===== src/logic/mem_pkg.sv =====
// Shared types and constants for the RV32I data-side memory block
// Address map assumes data memory at 0x0000_0000..0x0000_0FFF and
// peripheral registers at the top of the 32-bit space
// Access size codes follow the low two bits of funct3; size 2'b11 is reserved
// and never writes

`default_nettype none

package mem_pkg;

    // Clocking
    localparam int CLK_FREQ_HZ  = 12_000_000;
    localparam int TICKS_PER_US = CLK_FREQ_HZ / 1_000_000;
    localparam int TICKS_PER_MS = CLK_FREQ_HZ / 1_000;

    // Data memory geometry, one entry per 32-bit word
    localparam int DMEM_WORDS = 1024;
    localparam int DMEM_AW    = $clog2(DMEM_WORDS);

    typedef logic [31:0] word_t;

    // Peripheral register addresses
    localparam word_t LEDS_ADDR   = 32'hFFFF_FFFC; // R/W duty bytes
    localparam word_t MILLIS_ADDR = 32'hFFFF_FFF8; // R only
    localparam word_t MICROS_ADDR = 32'hFFFF_FFF4; // R only

    typedef enum logic [1:0] {
        SIZE_BYTE = 2'b00,
        SIZE_HALF = 2'b01,
        SIZE_WORD = 2'b10
    } size_e;

    // Same bit order as funct3
    typedef struct packed {
        logic  is_unsigned;
        size_e size;
    } access_t;

    typedef struct packed {
        logic    wren;
        access_t access;
        word_t   addr;
        word_t   wdata;
    } mem_req_t;

    // One word seen as bytes or halfwords
    typedef union packed {
        word_t                word;
        logic [3:0][7:0]      bytes;
        logic [1:0][15:0]     halves;
    } word_lanes_t;

    typedef struct packed {
        logic [3:0]  be;   // Byte enables, bit i for bytes[i]
        word_lanes_t data; // Store data already shifted to its lanes
    } lane_write_t;

    typedef struct packed {
        logic led;
        logic red;
        logic green;
        logic blue;
    } led_pwm_t;

    // Steer store data onto byte lanes; no lanes enabled for a load
    function automatic lane_write_t store_lanes(input mem_req_t req);
        lane_write_t lw;
        lw.be        = 4'b0000;
        lw.data.word = '0;
        case (req.access.size)
            SIZE_WORD: begin
                lw.be        = 4'b1111;
                lw.data.word = req.wdata;
            end
            SIZE_HALF: begin
                lw.be = req.addr[1] ? 4'b1100 : 4'b0011;
                lw.data.halves[req.addr[1]] = req.wdata[15:0];
            end
            SIZE_BYTE: begin
                lw.be[req.addr[1:0]]         = 1'b1;
                lw.data.bytes[req.addr[1:0]] = req.wdata[7:0];
            end
            default: ; // Reserved size, nothing written
        endcase
        if (!req.wren) begin
            lw.be = 4'b0000;
        end
        return lw;
    endfunction

endpackage

`default_nettype wire


===== src/logic/io_regs.sv =====
// Memory-mapped peripherals: LED duty register, four PWM channels and the
// micros / millis timers
// Timers are read-only and wrap mod 2^32; stores to them are dropped
// PWM period is 256 clocks from one free-running counter
// All state here is cleared by the synchronous rst

`default_nettype none

module io_regs (
    input  wire logic              clk,
    input  wire logic              rst,
    input  wire mem_pkg::mem_req_t req,
    output mem_pkg::word_t         rdata,
    output mem_pkg::led_pwm_t      pwm
);

    logic                 is_leds;
    logic                 is_millis;
    logic                 is_micros;
    mem_pkg::lane_write_t lw;
    mem_pkg::word_lanes_t leds;    // Bytes 3..0 = led, red, green, blue duty
    logic [7:0]           pwm_cnt;

    // Word-granular decode, low two bits select a lane only
    assign is_leds   = (req.addr[31:2] == mem_pkg::LEDS_ADDR[31:2]);
    assign is_millis = (req.addr[31:2] == mem_pkg::MILLIS_ADDR[31:2]);
    assign is_micros = (req.addr[31:2] == mem_pkg::MICROS_ADDR[31:2]);

    assign lw = mem_pkg::store_lanes(req);

    // Duty register, written lane by lane
    always_ff @(posedge clk) begin
        if (rst) begin
            leds.word <= '0;
        end else if (is_leds) begin
            for (int i = 0; i < 4; i++) begin
                if (lw.be[i]) begin
                    leds.bytes[i] <= lw.data.bytes[i];
                end
            end
        end
    end

    always_ff @(posedge clk) begin
        if (rst) begin
            pwm_cnt <= 8'd0;
        end else begin
            pwm_cnt <= pwm_cnt + 8'd1; // Wraps every 256 cycles
        end
    end

    // High for exactly duty cycles out of 256
    always_comb begin
        pwm.led   = (pwm_cnt < leds.bytes[3]);
        pwm.red   = (pwm_cnt < leds.bytes[2]);
        pwm.green = (pwm_cnt < leds.bytes[1]);
        pwm.blue  = (pwm_cnt < leds.bytes[0]);
    end

    // Timer 0 counts microseconds, timer 1 milliseconds
    for (genvar t = 0; t < 2; t++) begin : g_timer
        logic [$clog2(mem_pkg::TICKS_PER_MS)-1:0] div; // Prescaler
        logic                                     wrap;
        mem_pkg::word_t                           count;

        assign wrap = (int'(div) ==
            ((t == 0) ? mem_pkg::TICKS_PER_US : mem_pkg::TICKS_PER_MS) - 1);

        always_ff @(posedge clk) begin
            if (rst) begin
                div   <= '0;
                count <= '0;
            end else if (wrap) begin
                div   <= '0;
                count <= count + 32'd1;
            end else begin
                div <= div + 1'b1;
            end
        end
    end

    // Registered read word, zero outside our three registers
    always_ff @(posedge clk) begin
        if (is_leds) begin
            rdata <= leds.word;
        end else if (is_millis) begin
            rdata <= g_timer[1].count;
        end else if (is_micros) begin
            rdata <= g_timer[0].count;
        end else begin
            rdata <= '0;
        end
    end

endmodule

`default_nettype wire


===== config.mk =====
export PLATFORM = sky130hd
export DESIGN_NAME = io_regs
export DESIGN_NICKNAME = d
export VERILOG_FILES = /design/src/logic/mem_pkg.sv /design/src/logic/io_regs.sv
export SDC_FILE = /design/constraint.sdc
export NUM_CORES = 1
export LEC_CHECK = 0
export BUFFER_PORTS_ARGS = -buffer_cell sky130_fd_sc_hd__buf_2
export CAP_MARGIN = 20
export CORE_MARGIN = 8
export CORE_UTILIZATION = 31
export CTS_CLUSTER_SIZE = 28
export DETAILED_ROUTE_END_ITERATION = 10
export GPL_ROUTABILITY_DRIVEN = 1
export PLACE_DENSITY_LB_ADDON = 0.15
export SYNTH_ARGS = -nofsm -noshare
export SYNTH_HDL_FRONTEND = slang
export SYNTH_SLANG_ARGS = --single-unit

===== constraint.sdc =====
create_clock -name clk -period 2.4 [get_ports clk]
set_clock_uncertainty 0.05 [all_clocks]
set_input_delay 0.24 -clock clk [delete_from_list [all_inputs] [get_ports clk]]
set_output_delay 0.24 -clock clk [all_outputs]
set_load 0.005 [all_outputs]

# Word level (Yosys, flattened, before mapping)
# Cells that the tools add are included.
[totals] ff_bits=164 output_inout_bits=36 elab_cells=53
[op_classes] n_addsub=5 n_bitwise=2 mux=12 order_cmp=8 n_eq_ne=7 reduce_logical=9
[op_table] cell="36-bit case mux with 3 select lines" n=1
[op_table] cell="32-bit 2-to-1 mux" n=3
[op_table] cell="30-bit == test, second input constant" n=3
[op_table] cell="32-bit by 1-bit adder with 32-bit output, second input constant" n=2
[op_table] cell="32-bit AND" n=2
[op_table] cell="8-bit less-than comparator" n=4
[op_table] cell="14-bit by 1-bit adder with 14-bit output, second input constant" n=2
[op_table] cell="16-bit demux with 1-bit select" n=1
[op_table] cell="8-bit demux with 2-bit select" n=1
[op_table] cell="16-bit 2-to-1 mux" n=1
[op_table] cell="14-bit == test, second input constant" n=1
[op_table] cell="14-bit by 5-bit == test with 1-bit output, second input constant" n=1
[op_table] cell="8-bit by 1-bit adder with 8-bit output, second input constant" n=1
[op_table] cell="4-bit 2-to-1 mux" n=2
[op_table] cell="8-bit 2-to-1 mux" n=1
[op_table] cell="2-bit AND reduction" n=4
[op_table] cell="2-bit OR reduction" n=2
[op_table] cell="2-bit by 3-bit less-than comparator with 1-bit output, second input constant" n=1
[op_table] cell="1-bit demux with 2-bit select" n=1
[op_table] cell="2-bit by 1-bit == test with 1-bit output, second input constant" n=1
[op_table] cell="2-bit == test, second input constant" n=1
[op_table] cell="2-bit by 1-bit >= comparator with 1-bit output, second input constant" n=1
[op_table] cell="1-bit logical AND" n=2
[op_table] cell="2-bit logical NOT" n=1
[op_table] cell="3 further kinds" n=3

# Depth between registers and ports, before layout
[logic_depth] ltp_word=8 ltp_mapped=8 ltp_nobuf=6

# Least setup slack after synthesis
# No wires, ideal clock.
[synth_path] path_type="reg-to-reg" start="reg g_timer[1].div[0] in the netlist's numbering" end="reg g_timer[1].count[29]" setup_ns=0.071 path_slack_ns=0.383 path_stages_with_launch=9 required_time_ns=2.279 t_arrival_ns=1.896 n_path_buf=2 path_cell_list="dfxtp_1 > ha_1 > and4_1 > buf_2 > nand3_1 > or3_4 > buf_6 > or3_1 > a21oi_1"
[synth_via] elab_chain_len=1
[synth_rtl] item="from (decl)" line_no="io_regs.sv:62" rtl="logic [$clog2(mem_pkg::TICKS_PER_MS)-1:0] div;"
[synth_rtl] item="from (signal assigned)" line_no="io_regs.sv:77" rtl="div <= div + 1'b1;"
[synth_rtl] item="14-bit == test" line_no="io_regs.sv:66" rtl="assign wrap = (int'(div) =="
[synth_rtl] item="to (signal assigned)" line_no="io_regs.sv:75" rtl="count <= count + 32'd1;"
[synth_rtl] item="to (decl)" line_no="io_regs.sv:64" rtl="mem_pkg::word_t count;"
# Every way passes these cells.
# A chain may end at the register's enable or synchronous reset.

==> results.sh <==
export IMPL_status="finished, final reports clean"
export IMPL_ant_nets=0
export IMPL_power_density_nw_per_um2=593.7
export IMPL_hold_path_class="input pin to flip-flop"
export IMPL_tns_ns=0
export IMPL_tritoncts="built"
export IMPL_synth_seq_area_share_pct=39.08
export IMPL_netlist_instances=976
export IMPL_crit_type="flip-flop to output pin"
export IMPL_finalHoldViolations=0
export IMPL_crit_required_ns=2.11
export IMPL_async_reset_ff_share_pct=0
export IMPL_clkSlewWorstSetupHoldPaths_ns=0.06
export IMPL_grt_max_degree=71
export IMPL_synth_edf_count=0
export IMPL_timing_final_crit_share_pct=95.83
export IMPL_synth_compound_area_share_pct=13.11
export IMPL_ys_warn_count=0
export IMPL_initial_core_util_pct=31.34
export IMPL_synth_area_um2=8401
export IMPL_multi_input_comb_area_um2=4733
export IMPL_yosys_register_bits=164
export IMPL_syn2layout_area_growth_pct=18.60
export IMPL_pin_count=106
export IMPL_dp_hpwl_um=17770
export IMPL_synth_top_family_by_area="simple AND/OR/NAND/NOR gates"
export IMPL_vias=7145
export IMPL_slew_viol_final=0
export IMPL_rows=60
export IMPL_max_slew_worst_pin_slew_ns=0.5609
export IMPL_crit_path_start_kind="flip-flop"
export IMPL_drt_wl_total_um=23880
export IMPL_clock_latency_ns=0.44
export IMPL_critPathMaxFanout=3
export IMPL_grt_usage_pct=14.87
export IMPL_antenna_found_initial=0
export IMPL_drive_gt1_share_pct=18.92
export IMPL_synth_simple_area_share_pct=25.66
export IMPL_synthXorXnorAreaFrac_pct=7.715
export IMPL_synth_fp_nets=1079
export IMPL_utilization_pct=37.18
export IMPL_cts_setup_buffers=0
export IMPL_synth_main_ff_cell="dfxtp_1"
export IMPL_gp_congestion=0.7874
export IMPL_overflow=0
export IMPL_cts_root_buf="clkbuf_16"
export IMPL_cts_sinks=164
export IMPL_syn_area_per_cell_um2=8.607
export IMPL_p_leak_nw=3.519
export IMPL_nFillCells=2791
export IMPL_yosys_area_share_adder_pct=4.915
export IMPL_clock_path_buffers=2
export IMPL_cts_max_level=4
export IMPL_grt_pass1_vias=7033
export IMPL_avgRoutedWirePerCell_um=16.83
export IMPL_grt_first_pass_wirelength_um=38850
export IMPL_min_period_ns=2.300
export IMPL_numCtsBuffers=17
export IMPL_maxSlewHeadroom_pct=62.53
export IMPL_dpl_cell_count=1388
export IMPL_drc=0
export IMPL_drt_iter0_drc=422
export IMPL_core_area_um2=26800
export IMPL_ys_types=49
export IMPL_die_area_um2=32620
export IMPL_muxShareOfSynthArea_pct=4.811
export IMPL_seq_area_um2=3289
export IMPL_antennaDiodeCount=0
export IMPL_io_buffers=104
export IMPL_die_h_um=180.6
export IMPL_rsz0062_at_grt="false"
export IMPL_nNetsFinal=1169
export IMPL_worstPathArrival_ns=2.01
export IMPL_final_cells=1419
export IMPL_vias_per_cell=5.035
export IMPL_maxCapViolations=0
export IMPL_crit_path_end_kind="output pin"
export IMPL_clock_fmax_mhz=434.8
export IMPL_ir_worst_vdd_uv=434.6
export IMPL_setup_viol=0
export IMPL_die_x_um=180.6
export IMPL_first_pass_iters=4
-- where the power goes --
group	internal [mW]	switching (mW)	total, mW
Sequential	2.73	0.0186	2.75
Clock	1.67	1.13	2.80
Combinational	0.158	0.204	0.362
Total	4.56	1.35	5.91
-- cell families (layout without fill, tap and decap cells) --
group / Yosys count / count (layout)
xor gates and xnor gates: 74 / 74
adders and majority gates: 33 / 33
buffers and inverters: 102 / 204
AOI/OAI and AO/OA: 160 / 160
DFF: 164 / 164
and+or+nand+nor: 406 / 406
muxes: 37 / 37
-- layout make-up --
type / instances / share of cell area (%)
clock buffer: 24 / 5.036
multi-input combinational: 710 / 47.51
inverter: 43 / 1.620
tap: 341 / 4.282
timing repair buffer: 130 / 7.585
sequential: 164 / 33.02
clock inverter: 7 / 0.9544
-- final timing paths --
check                                    start                                 to  slack (ns)  cells after the start
setup / recovery         leds[15]$_SDFFE_PP0P_                             pwm[1]        0.10                      6
hold / removal                             rst   g_timer[1].count[3]$_SDFFE_PP0N_        0.07                      2
setup reg to reg  g_timer[1].div[5]$_SDFF_PP0_  g_timer[1].count[28]$_SDFFE_PP0N_        0.21                      5
hold reg to reg   g_timer[1].div[0]$_SDFF_PP0_       g_timer[1].div[0]$_SDFF_PP0_        0.39                      1
-- flip-flops by register name, indices dropped and copies added (netlist names) --
| name | flops |
|---|---|
| g_timer.count | 64 |
| rdata | 32 |
| g_timer.div | 28 |
| leds | 32 |
| pwm_cnt | 8 |
-- per-stage QoR --
step / hold slack (ns) / worst slack (ns) / cell area [um2] / total power [mW]
floorplan: 0.3321 / 0.3835 / 8401 / 3.016
global placement: 0.3812 / 0.2295 / 9351 / 3.175
detailed placement: 0.3868 / 0.2487 / 9351 / 3.177
CTS: 0.04334 / 0.0002740 / 9953 / 5.992
global route: 0.05390 / 0.001851 / 9963 / 6.144
finish: 0.06515 / 0.1001 / 9963 / 5.915
-- repair_timing --
action | CTS | global route
hold buffers | 0 | 0
pin swaps | 0 | 1
endpoints found under the setup margin | 2 | 2
resized for setup | 4 | 3
-- placed cells by master (no fill, tap or decap), types with 6 or more instances in the layout --
cell       netlist  layout
a21o_1           9       9
a21oi_1         35      35
a22o_1           8       8
a22oi_1         39      39
and2_1           7       6
and3_1          16      16
and4_1          14      14
buf_2            4     103
buf_4            0      24
clkbuf_16        0      17
dfxtp_1        164     159
ha_1            33      33
inv_1           43      43
mux2_2          27      27
mux2i_1         10      10
nand2_1         47      47
nand2b_1        15      15
nand3_1         36      36
nand3b_1        24      24
nand4_1         27      27
nor2_1         129     129
nor2b_1          8       7
nor3_1          23      23
nor3b_1          8       8
nor4_1          20      20
o2111ai_1        6       6
o21ai_0         27      27
o31ai_1         17      17
or3_1           15      15
xnor2_1         53      53
xor2_1          21      21
-- synthesized netlist by cell type (4+ instances only) --
| cell | number | area [um2] |
|---|---|---|
| a211o_1 | 4 | 35.03 |
| and2_1 | 7 | 43.79 |
| and4_1 | 14 | 122.6 |
| or3_1 | 15 | 93.84 |
| nor2b_1 | 8 | 50.05 |
| or2_2 | 4 | 25.02 |
| nand3_1 | 36 | 180.2 |
| nor3_1 | 23 | 115.1 |
| mux2_2 | 27 | 304.0 |
| nand3b_1 | 24 | 180.2 |
| a22oi_1 | 39 | 292.8 |
| inv_1 | 43 | 161.4 |
| clkbuf_1 | 52 | 195.2 |
| xnor2_1 | 53 | 464.2 |
| a21oi_1 | 35 | 175.2 |
| a22o_1 | 8 | 70.07 |
| nor4_1 | 20 | 125.1 |
| nor2_1 | 129 | 484.2 |
| nand2b_1 | 15 | 93.84 |
| dfxtp_1 | 164 | 3283 |
| nand4_1 | 27 | 168.9 |
| xor2_1 | 21 | 183.9 |
| o21ai_0 | 27 | 135.1 |
| mux2i_1 | 10 | 100.1 |
| buf_2 | 4 | 20.02 |
| nand2_1 | 47 | 176.4 |
| and3_1 | 16 | 100.1 |
| a221oi_1 | 5 | 43.79 |
| a21o_1 | 9 | 67.56 |
| o2111ai_1 | 6 | 52.55 |
| nor3b_1 | 8 | 60.06 |
| o31ai_1 | 17 | 127.6 |
| ha_1 | 33 | 412.9 |
-- routing by layer --
layer	part of all wire [%]	global-route usage [%]	up-vias
met1	48	19.31	3382
met2	48	24.60	91
met5	0	0	-
li1	-	-	3655
met4	1.6	4.431	0
met3	3.1	2.883	17
-- worst max-delay path: stages (launching register included) --
cell and delay (ns):
dfxtp_1 0.39, inv_1 0.06, ha_1 0.32, and3_1 0.21, a221oi_2 0.29, and2_4 0.20, buf_2 0.11
Power figures use the tool's default switching activity.
