**config.mk**
```make
export PLATFORM = sky130hd
export DESIGN_NAME = load_align
export DESIGN_NICKNAME = d
export VERILOG_FILES = /design/src/logic/mem_pkg.sv /design/src/logic/load_align.sv
export SDC_FILE = /design/constraint.sdc
export NUM_CORES = 1
export LEC_CHECK = 0
export ABC_AREA = 1
export BUFFER_PORTS_ARGS = -buffer_cell sky130_fd_sc_hd__buf_2
export CAP_MARGIN = 20
export CORE_AREA = 2 2 78 65
export DETAILED_ROUTE_END_ITERATION = 8
export DIE_AREA = 0 0 80 67
export PLACE_DENSITY = 0.78
export SETUP_SLACK_MARGIN = 0.15
export SLEW_MARGIN = 20
export SYNTH_ARGS = -nofsm -noshare
export SYNTH_HDL_FRONTEND = slang
export SYNTH_SLANG_ARGS = --single-unit
```
**constraint.sdc**
```tcl
create_clock -name clk -period 1.65 [get_ports clk]
set_clock_uncertainty 0.1 [all_clocks]
set_input_delay 0.165 -clock clk [delete_from_list [all_inputs] [get_ports clk]]
set_output_delay 0.165 -clock clk [all_outputs]
set_load 0.01 [all_outputs]
```
**src/logic/mem_pkg.sv**
```systemverilog
// Shared types and constants for the RV32I data-side memory block
// Address map assumes data memory at 0x0000_0000..0x0000_0FFF and
// peripheral registers at the top of the 32-bit space
// Access size codes follow the low two bits of funct3; size 2'b11 is reserved
// and never writes

`default_nettype none

package mem_pkg;

    // Clocking
    localparam int CLK_FREQ_HZ  = 12_000_000;
    localparam int TICKS_PER_US = CLK_FREQ_HZ / 1_000_000;
    localparam int TICKS_PER_MS = CLK_FREQ_HZ / 1_000;

    // Data memory geometry, one entry per 32-bit word
    localparam int DMEM_WORDS = 1024;
    localparam int DMEM_AW    = $clog2(DMEM_WORDS);

    typedef logic [31:0] word_t;

    // Peripheral register addresses
    localparam word_t LEDS_ADDR   = 32'hFFFF_FFFC; // R/W duty bytes
    localparam word_t MILLIS_ADDR = 32'hFFFF_FFF8; // R only
    localparam word_t MICROS_ADDR = 32'hFFFF_FFF4; // R only

    typedef enum logic [1:0] {
        SIZE_BYTE = 2'b00,
        SIZE_HALF = 2'b01,
        SIZE_WORD = 2'b10
    } size_e;

    // Same bit order as funct3
    typedef struct packed {
        logic  is_unsigned;
        size_e size;
    } access_t;

    typedef struct packed {
        logic    wren;
        access_t access;
        word_t   addr;
        word_t   wdata;
    } mem_req_t;

    // One word seen as bytes or halfwords
    typedef union packed {
        word_t                word;
        logic [3:0][7:0]      bytes;
        logic [1:0][15:0]     halves;
    } word_lanes_t;

    typedef struct packed {
        logic [3:0]  be;   // Byte enables, bit i for bytes[i]
        word_lanes_t data; // Store data already shifted to its lanes
    } lane_write_t;

    typedef struct packed {
        logic led;
        logic red;
        logic green;
        logic blue;
    } led_pwm_t;

    // Steer store data onto byte lanes; no lanes enabled for a load
    function automatic lane_write_t store_lanes(input mem_req_t req);
        lane_write_t lw;
        lw.be        = 4'b0000;
        lw.data.word = '0;
        case (req.access.size)
            SIZE_WORD: begin
                lw.be        = 4'b1111;
                lw.data.word = req.wdata;
            end
            SIZE_HALF: begin
                lw.be = req.addr[1] ? 4'b1100 : 4'b0011;
                lw.data.halves[req.addr[1]] = req.wdata[15:0];
            end
            SIZE_BYTE: begin
                lw.be[req.addr[1:0]]         = 1'b1;
                lw.data.bytes[req.addr[1:0]] = req.wdata[7:0];
            end
            default: ; // Reserved size, nothing written
        endcase
        if (!req.wren) begin
            lw.be = 4'b0000;
        end
        return lw;
    endfunction

endpackage

`default_nettype wire

```
**src/logic/load_align.sv**
```systemverilog
// Load data path: merges the registered read words of the data memory and
// the peripherals, then extracts and extends the addressed byte or halfword
// Relies on both sources driving zero when the address was not theirs
// Misaligned halfword and word loads are not detected

`default_nettype none

module load_align (
    input  wire logic                 clk,
    input  wire mem_pkg::mem_req_t    req,
    input  wire mem_pkg::word_lanes_t dmem_rdata,
    input  wire mem_pkg::word_t       io_rdata,
    output mem_pkg::word_t            load_data
);

    mem_pkg::access_t     access_q;
    logic [1:0]           offset_q;
    mem_pkg::word_lanes_t merged;
    logic [15:0]          half_sel;
    logic [7:0]           byte_sel;
    logic                 sign_half;
    logic                 sign_byte;

    // Line up access code and offset with the registered read data
    always_ff @(posedge clk) begin
        access_q <= req.access;
        offset_q <= req.addr[1:0];
    end

    assign merged.word = dmem_rdata.word | io_rdata;

    assign half_sel  = merged.halves[offset_q[1]];
    assign byte_sel  = merged.bytes[offset_q];
    assign sign_half = half_sel[15] & ~access_q.is_unsigned;
    assign sign_byte = byte_sel[7] & ~access_q.is_unsigned;

    always_comb begin
        case (access_q.size)
            mem_pkg::SIZE_WORD: load_data = merged.word;
            mem_pkg::SIZE_HALF: load_data = {{16{sign_half}}, half_sel};
            default:            load_data = {{24{sign_byte}}, byte_sel}; // Byte
        endcase
    end

endmodule

`default_nettype wire

```
## Word level (Yosys, flattened, before mapping)

Cells that the tools add are included.

| storage, ports and cells | value |
|---|---|
| logic and storage cells | 16 |
| register bits after elaboration | 5 |
| output and inout bits | 32 |
| input port bits | 133 |

| cells by class | value |
|---|---|
| order comparisons | 2 |
| mux-type cells | 5 |
| bitwise gates (word level) | 4 |
| eq/ne operators | 2 |

Operators by type and width:

| operator | number |
|---|---|
| case mux 32 bit (2 select lines) | 1 |
| two-way mux 16 bit | 2 |
| bitwise OR 32 bit | 1 |
| binary-select mux 8 bit (select 2 bit) | 1 |
| two-way mux 8 bit | 1 |
| less-than comparator 2 x 3 -> 1 bit, second input constant | 1 |
| bitwise AND 1 bit | 2 |
| equality test 2 x 1 -> 1 bit, second input constant | 1 |
| equality test 2 bit, second input constant | 1 |
| less-than comparator 1 x 2 -> 1 bit, second input constant | 1 |
| NOT 1 bit | 1 |

## Logic depth before layout (Yosys ltp)

Gate-level depths: netlist of run 1.

| logic depth | value |
|---|---|
| word-level depth | 5 |
| gate-level depth with buffers | 9 |
| mapped depth without buffers | 6 |

## Least setup slack after synthesis of run 1

No wires, ideal clock.

| timing | value |
|---|---|
| path type | flip-flop to output port |
| start | register access_q[0] in the netlist's numbering |
| end | output load_data[1] |
| data required time | 1.385 ns |
| stages on the path, launching flop included | 8 |
| arrival time | 1.360 ns |
| path slack | 0.025 ns |
| cell sequence | dfxtp_1 > inv_1 > ha_1 > inv_1 > buf_4 > clkbuf_1 > nand2_1 > nand2_1 |

| between the ends | value |
|---|---|
| word-level cells in the longest chain between the ends | 2 |

RTL lines:

| what | RTL line | RTL |
|---|---|---|
| start, declared | load_align.sv:16 | `mem_pkg::access_t access_q;` |
| start signal, assigned | load_align.sv:26 | `access_q <= req.access;` |
| equality test 2 x 1 -> 1 bit / equality test 2 bit (equally long branches) | load_align.sv:38 | `case (access_q.size)` |
| case mux 32 bit (2 select lines) (*) | load_align.sv:38 |  |
| end, declared | load_align.sv:13 | `output mem_pkg::word_t load_data` |

Mark *: on every way between the ends. The rest lies on a longest branch, timed or not.

## Worst setup path in the final report of run 1

| timing | value |
|---|---|
| start | register access_q[0] in the netlist's numbering |
| end | output load_data[29] |

The elaborated chain is that of the path after synthesis.

==> metrics.txt, run 1 <==
GRT overflow 0; routed vias/inst 5.10; die area about 0.0054 mm²; Avg Inst Size Synth roughly 4.8 µm²; initial core utilization between 20% and 30%; initial antenna violation count 0; critical path's top delay family simple AND/OR/NAND/NOR gates; Crit path arrival time around 1.5 ns; Syn Nets ~420; die height roughly 67 µm; Buf/Inv on CP 2; setup repair after global routing missed its margin yes; crit path capture type primary output; GP Congestion roughly 0.93; max_slew headroom 79.3%; Synth cell types 21; die span in x 80 µm; Syn-to-layout area delta 88.8%; cts bufs inserted 3; Synth top area share ~39%; Critical Path RT about 1.4 ns; I/O pins approximately 170; Post-synth EDFFs 0; number of global-route vias before repair ~2000; met3 WL roughly 730 µm; CTS Sinks 5; Nets between 500 and 600; GRT Util Overall ~23%; Final WS setup -0.0794 ns; Worst setup SP type register; FMAX approximately 580 MHz; cell area after layout about 0.0025 mm²; Mapped Cells between 200 and 300; Routed WL about 6400 µm; setup TNS -1.17 ns; DR WL/cell between 10 and 15 µm; Period minus WS final about 1.7 ns; input/output buffers ~100; final slew viol count 0; Met2 Wirelength between 2000 and 3000 µm; worst slew pin tran just over 0.3 ns; status finished with violations; layout cells sized above 1 46.2%; initial drt markers 272; top area cells in the synthesized netlist nand2_1, o21ai_0, nor2_1, nand3_1, dfxtp_1; CP dominant cell by count nand2_1; most common cell in the netlist nand2_1; PwrDens around 470 mW/mm²; placed wire-length estimate around 4000 µm; DR pass1 iterations 5; VDD IR-drop max approximately 0.34 mV; Top FF cell, synth dfxtp_1; Commonest cells post-synth nand2_1, o21ai_0, nor2_1; clk slew on worst S/H paths about 0.03 ns; Metal-1 WL 2700 µm; antenna cell count 0; Max Used Layer met4; drt drc 0; worst-path fanout max 8; FILL cells ~420; first-pass GRT wire length roughly 9500 µm; mapped cell area about 0.0013 mm²; fin crit share 105%; critical path, cell by cell buf_6 > ha_4 > nand4_4 > nand2_1 > nand2_1 > nand2_1 > buf_2; CTS tree yes; clk buf depth 2; final number of setup-violating endpoints 29; failing checks setup timing; H-tree levels 1; sequential area share after synthesis around 7.4%; largest area contributor in the netlist nand2_1; Leak about 1.4 nW; Hold Crit Class input pin to register; largest net degree at the start of global routing 18; Hold WS 0.480 ns; Slowest cell on crit path dfxtp_2; Yosys reg bits 5; placed cell areas around 0.002 mm²; final hold vios 0; CP peak stage delay 0.34 ns; Routed Antenna Nets 0; Rows 22; Max Cap Viol 0; Ys Warns 0; core box area between 0.004 and 0.005 mm²; Root Buffer clkbuf_8; vias after detailed routing about 2400; Async SR Flop Fraction 0%; type of the worst setup path register to primary output
[cell usage in the layout, fill, tap and decap left out, drive strengths merged]
cell,count
nand2,142
inv,7
clkinvlp,1
o21ai,36
nand3,27
dfxtp,5
nor3,9
o22ai,3
ha,2
buf,131
nand4,2
nor2,31
a21oi,3
clkbuf,5
dlygate4sd3,5
[path summary, 6_finish.rpt]
path                        start            end  slack (ns)  cells after the start
worst min-delay path      req[33]    offset_q[1]        0.48                      2
worst max-delay path  access_q[0]  load_data[29]       -0.08                      7
[where the power goes]
group / total, mW / switching, mW / internal [mW]
registers: 0.138 / 0.0101 / 0.128
clock network: 0.229 / 0.0629 / 0.166
logic: 0.824 / 0.440 / 0.384
total: 1.19 / 0.513 / 0.678
[cell type report]
type | count | area [µm²] | share of cell area [%]
multi-input combinational | 255 | 1330 | 52.3
timing repair buffer | 137 | 938 | 36.9
sequential | 5 | 110 | 4.32
tap | 60 | 75.1 | 2.95
inverter | 8 | 46.3 | 1.82
clock buffer | 4 | 45.0 | 1.77
[cell families (layout without fill, tap and decap cells)]
kind of cell               after synthesis  after routing  synth area share, %
AOI/OAI and AO/OA                       42             42                 15.9
adders and majority gates                2              2                 1.85
and+or+nand+nor                        207            211                 63.5
buffers and inverters                   26            149                 11.4
DFF                                      5              5                 7.42
[timing repair]
action	in CTS	in global routing
pin swaps	34	10
hold buffers	5	0
hold endpoints to repair	5	0
resized for setup	49	38
gates cloned	5	1
setup buffers	11	1
setup endpoints to repair	32	32
[flip-flops by register name, indices dropped and copies added, names as in the netlist]
register  count
access_q      3
offset_q      2
[routing by layer]
metal | up-vias | track usage, %
li1 | 1175 | -
met1 | 1040 | 29.4
met2 | 169 | 38.1
met3 | 8 | 3.66
met4 | 0 | 6.36
met5 | - | 0
[metrics by stage]
stage / worst slack (ns) / power [mW] / utilization (%) / cells
after floorplan: 0.217 / 0.485 / - / 282
after global placement: -0.00124 / 0.733 / 43.2 / 442
after detailed placement: -0.00844 / 0.741 / 43.2 / 442
after CTS: -0.0362 / 1.11 / 52.8 / 467
after global routing: -0.163 / 1.27 / 56.4 / 469
final: -0.0794 / 1.19 / 56.4 / 469
Note: power is estimated with default switching activity, not from simulation.
==> run 2: changes to the inputs <==
ABC_AREA = unset   (was 1)
CORE_AREA = 2 2 74 62   (was 2 2 78 65)
DIE_AREA = 0 0 76 64   (was 0 0 80 67)
PLACE_DENSITY = 0.77   (was 0.78)
==> run 2 against run 1 <==
  * Via count down 38%
  * Largest cell class unchanged
  * Cell count decreased by 34%
  * The flow still finishes with violations (setup timing)
  * Flip-flop and latch count unchanged
  * Sequential share of layout area is 0.65 points higher
  * Wire length fell by 33%
  * Global-route usage is 5.1 points lower
  * Non-clock buffer count decreased by 13
  * Die area is 9.3% lower
  * Clock power decreased by 3%
==> metrics.txt, run 2 <==
input/output buffers 101 (unchanged); Leak 0.960 nW (-31%); final hold vios 0 (unchanged); sequential area share after synthesis 9.69% (+2.3 points); Async SR Flop Fraction 0% (unchanged); Period minus WS final 2.20 ns (+0.473 ns); GR Util met2 30.6% (-7.5 points); final number of setup-violating endpoints 32 (+10%); post-synthesis simple-gate area fraction 23.1% (-40 points); placed wire-length estimate 3330 µm (-18%); worst-path fanout max 23 (+15); most frequent cells in the layout buf_2, nor2_1, buf_4; fin crit share 133% (+29 points); Top Registers access_q x3, offset_q x2; cts bufs inserted 3 (unchanged); Commonest cells post-synth nor2_1, o211ai_2, a211oi_1; met1 Track Usage GR 22.0% (-7.4 points); number of global-route vias before repair 1458 (-29%); Hold Crit Class input pin to register; GRT overflow 0 (unchanged); Rows 21 (-4.5%); mapped cell area 0.00103 mm² (-23%); Top reg by flops access_q; setup TNS -14.41 ns (-13.24 ns); Post-Synth XOR/XNOR Area 0% (unchanged); clk buf depth 2 (unchanged); setup repair after global routing missed its margin yes; layout cells sized above 1 71.3% (+25 points); Largest register FFs 3 (unchanged); die height 64 µm (-4.5%); Root Buffer clkbuf_8; Nets 387 (-29%); max_slew headroom 80.7% (+1.5 points); drt drc 0 (unchanged); first-pass GRT wire length 6760 µm (-29%); DR WL/cell 14.0 µm (+2.8%); die span in x 76 µm (-5.0%); GRT Util Overall 17.4% (-5.1 points); routed vias/inst 4.85 (-4.8%); antenna cell count 0 (unchanged); Final WS setup -0.552 ns (-0.473 ns); clk slew on worst S/H paths 0.03 ns (about the same); initial antenna violation count 0 (unchanged); CTS Sinks 5 (unchanged); Mapped Cells 138 (-51%); vias after detailed routing 1495 (-38%); Crit path arrival time 1.94 ns (+0.48 ns); gr busiest metal met2; Crit. Startpoint offset_q[1]; final slew viol count 0 (unchanged); most common cell in the netlist nor2_1; Syn Nets 273 (-35%); cell area after layout 0.00209 mm² (-18%); CTS tree yes; DR pass1 iterations 4 (-1); Setup crit end load_data[16]; Synth cell types 25 (+19%); initial drt markers 34 (-88%); die area 0.00486 mm² (-9.3%); Max Cap Viol 0 (unchanged); Top FF cell, synth dfxtp_1; H-tree levels 1 (unchanged); crit path capture type primary output; Synth top area share 19.4% (-20 points); Post-synth EDFFs 0 (unchanged); VDD IR-drop max 0.590 mV (+75%); status finished with violations; FMAX 454 MHz (-21%); worst slew pin tran 0.287 ns (-0.0229 ns); core box area 0.00407 mm² (-9.8%); PwrDens 502 mW/mm² (+7.2%); Ys Warns 0 (unchanged); Worst setup SP type register; Routed WL 4310 µm (-33%); largest area contributor in the netlist o211ai_2; largest net degree at the start of global routing 24 (+6); mux share of post-synthesis cell area 9.81% (+9.8 points); Routed Antenna Nets 0 (unchanged); Syn-to-layout area delta 102%; largest family of logic cells by synthesized area compound AO/OA/AOI/OAI gates; final total power 1.05 mW (-12%); I/O pins 165 (unchanged); Compound-Gate Fraction of Synth Area 46.6% (+31 points); top area cells in the synthesized netlist o211ai_2, a211oi_1, dfxtp_1, nor2_1, mux2_2; most common cell after layout, fill and taps aside buf_2; placed cell areas 0.00184 mm² (-5.8%); Yosys reg bits 5 (unchanged); Critical Path RT 1.38 ns (about the same); GP Congestion 0.780 (-16%); initial core utilization 25.4% (-4.5 points); Synth Area in Adders 2.42% (+0.57 points); Avg Inst Size Synth 7.49 µm² (+57%); met3 global-route usage 4.24% (+0.58 points); failing checks setup timing; type of the worst setup path register to primary output
run 2: cell types whose count changed in the layout (fill, tap and decap cells not counted), moves of 8 or more:
cell and delta:
nand2_1 -122, nand2_2 -16, o21a_1 +8, o21ai_0 -24
o221ai_2 +8, nand3_1 -16, o211ai_4 +10
run 2: through the flow:
step | cells | util [%] | hold WS [ns] | setup slack, ns
after floorplan | 138 | - | 0.0927 | -0.372
after global placement | 296 | 45.1 | 0.168 | -0.349
after detailed placement | 296 | 45.1 | 0.169 | -0.375
after CTS | 307 | 50.6 | 0.472 | -0.568
after global routing | 308 | 51.3 | 0.476 | -0.605
final | 308 | 51.3 | 0.479 | -0.552
run 2: worst min-delay path by stage:
stage,slack [ns],cells after the start,start,to
final,0.48,2,req[66],access_q[2]
after global routing,0.48,2,req[65],access_q[1]
after CTS,0.47,2,req[64],access_q[0]
after detailed placement,0.17,1,req[65],access_q[1]
after global placement,0.17,1,req[65],access_q[1]
after floorplan,0.09,0,req[66],access_q[2]
run 2: timing repair:
| item | in CTS | in global routing |
|---|---|---|
| pin swaps | 0 | 1 |
| setup endpoints to repair | 32 | 32 |
| hold buffers | 5 | 0 |
| endpoints found under the hold margin | 5 | 0 |
| resized for setup | 24 | 3 |
| setup buffers | 1 | 1 |
| gates cloned | 1 | 0 |
run 2: kinds of logic (layout without fill, tap and decap cells):
family / after synthesis / in the layout
AOI/OAI and AO/OA: 55 / 55
and+or+nand+nor: 50 / 50
buffers and inverters: 18 / 131
muxes: 8 / 8
DFF: 5 / 5
adders and majority gates: 2 / 2
run 2: area by class of cell:
cell class | instances | area (µm²)
clock buffer | 4 | 45.0
fill | 387 | 1980
inverter | 3 | 11.3
multi-input combinational | 115 | 1070
sequential | 5 | 104
tap | 57 | 71.3
timing repair buffer | 124 | 783
run 2: power by group:
part / switching (mW) / leakage (nW) / internal [mW]
clock: 0.0570 / 0.0228 / 0.166
combinational: 0.333 / 0.895 / 0.358
sequential: 0.00473 / 0.0422 / 0.129
run 2: metal layers:
| metal | part of all wire, % | vias to the layer above |
|---|---|---|
| li1 | - | 753 |
| met4 | 0.56 | 0 |
| met5 | 0 | - |
| met3 | 8.5 | 4 |
| met1 | 45 | 666 |
| met2 | 46 | 72 |
run 2: worst max-delay path: stages (launching register included):
cell	delay [ns]
dfxtp_2	0.31
inv_2	0.06
mux4_2	0.50
or3b_4	0.41
buf_12	0.19
o211ai_2	0.09
buf_2	0.16
==> run 3: changes to the inputs <==
SKIP_LAST_GASP = 1   (was unset)
==> run 3 against run 2 <==
  * The flow still finishes with violations (setup timing)
  * Clock power about the same
  * Worst setup slack got worse by 0.032 ns
  * Via count increased by 0.54%
  * Core utilization decreased by 1.4 points
  * Clock-buffer cell count unchanged
  * Cell area decreased by 2.8%
  * Die area unchanged
  * Cell count unchanged
  * Sequential power about the same
  * Critical endpoint is now load_data[14]
  * Largest power group unchanged
==> metrics.txt, run 3 (synthesized netlist as in run 2, its figures left out) <==
cts bufs inserted 3 (unchanged); status finished with violations; placed wire-length estimate 3330 µm (unchanged); initial antenna violation count 0 (unchanged); VDD IR-drop max 0.580 mV (-1.6%); Hold Crit Class input pin to register; PwrDens 502 mW/mm² (about the same); GR Util met2 29.5% (-1.1 points); GRT overflow 0 (unchanged); die height 64 µm (unchanged); Hold WS 0.480 ns (+0.000762 ns); type of the worst setup path register to primary output; worst slew pin tran 0.292 ns (+0.00527 ns); max_slew headroom 80.4% (-0.32 points); die area 0.00486 mm² (unchanged); CP peak stage delay 0.50 ns (about the same); number of global-route vias before repair 1435 (-1.6%); Leak 0.956 nW (-0.44%); GP Congestion 0.780 (unchanged); I/O pins 165 (unchanged); fin crit share 135% (+1.9 points); most common cell after layout, fill and taps aside buf_2; met1 Track Usage GR 21.7% (-0.26 points); clk buf depth 2 (unchanged); routed vias/inst 4.88 (+0.54%); Worst setup SP type register; input/output buffers 101 (unchanged); Crit path arrival time 1.97 ns (+0.03 ns); Hold Path Cell Cnt 2 (unchanged); first-pass GRT wire length 6610 µm (-2.1%); cell area after layout 0.00203 mm² (-2.8%); Top Registers access_q x3, offset_q x2; Routed WL 4370 µm (+1.5%); Final WS setup -0.584 ns (-0.0317 ns); clk slew on worst S/H paths 0.03 ns (about the same); Nets 387 (unchanged); initial core utilization 25.4% (unchanged); Max Cap Viol 0 (unchanged); setup repair after global routing missed its margin yes; gr busiest metal met2; Top reg by flops access_q; drt drc 0 (unchanged); Largest register FFs 3 (unchanged); DR pass1 iterations 4 (unchanged); CTS Sinks 5 (unchanged); initial drt markers 42 (+24%); placed cell areas 0.00184 mm² (unchanged); layout cells sized above 1 68.1% (-3.2 points); critical path, cell by cell inv_2 > mux4_2 > or3b_4 > buf_12 > o221ai_1 > buf_2; met3 global-route usage 4.10% (-0.14 points); critical path's top delay family multiplexers; Buf/Inv on CP 3 (unchanged); DR WL/cell 14.2 µm (+1.5%); final slew viol count 0 (unchanged); final number of setup-violating endpoints 32 (unchanged); Routed Antenna Nets 0 (unchanged); Syn-to-layout area delta 96.4%; failing checks setup timing; H-tree levels 1 (unchanged); Slowest cell on crit path mux4_2; Root Buffer clkbuf_8; worst-path fanout max 12 (-48%); Rows 21 (unchanged); final hold vios 0 (unchanged); CTS tree yes; core box area 0.00407 mm² (unchanged); die span in x 76 µm (unchanged); FMAX 448 MHz (-1.4%); Period minus WS final 2.23 ns (+0.0317 ns); critical path depth 6 (unchanged); Critical Path RT 1.38 ns (about the same); largest net degree at the start of global routing 24 (unchanged); most frequent cells in the layout buf_2, nor2_1, buf_4; vias after detailed routing 1503 (+0.54%); antenna cell count 0 (unchanged); GRT Util Overall 16.9% (-0.42 points); crit path capture type primary output
## run 3: cell count changes in the layout (fill, tap and decap cells not counted), sizes merged
cell / change
buf: -1
clkbuf: +1
## run 3: final timing paths
kind / endpoint / from
hold / removal: access_q[2] / req[66]
setup / recovery: load_data[14] / offset_q[1]
## run 3: cell type report
class / instances / area [µm²]
flip-flops and latches: 5 / 103
well taps: 57 / 71.3
multi-input cells: 115 / 1030
inverters: 3 / 11.3
fillers: 385 / 2040
clock buffers: 4 / 45.0
repair buffers: 124 / 769
## run 3: repair_timing
| item | in CTS | in global routing |
|---|---|---|
| pin swaps | 0 | 1 |
| setup buffers | 1 | 0 |
| hold endpoints to repair | 5 | 0 |
| cloned | 1 | 1 |
| hold buffers | 5 | 0 |
| resized for setup | 14 | 0 |
| endpoints found under the setup margin | 32 | 32 |
## run 3: per-stage QoR
step	TNS [ns]	cells	total power, mW	utilization (%)	setup WS, ns
floorplan	-6.63	138	0.504	-	-0.372
global route	-17.23	308	1.09	49.8	-0.630
global placement	-8.19	296	0.749	45.1	-0.349
detailed placement	-8.64	296	0.755	45.1	-0.375
finish	-15.08	308	1.02	49.8	-0.584
CTS	-15.14	307	1.01	49.2	-0.580
## run 3: where the power goes
group	internal (mW)	switching (mW)
clock network	0.165	0.0561
registers	0.129	0.00441
logic	0.340	0.325
total	0.634	0.385
## run 3: layer usage
metal | part of all wire [%] | vias to the layer above
met5 | 0 | -
met4 | 0.55 | 0
met3 | 8.1 | 4
met2 | 46 | 68
met1 | 46 | 673
li1 | - | 758
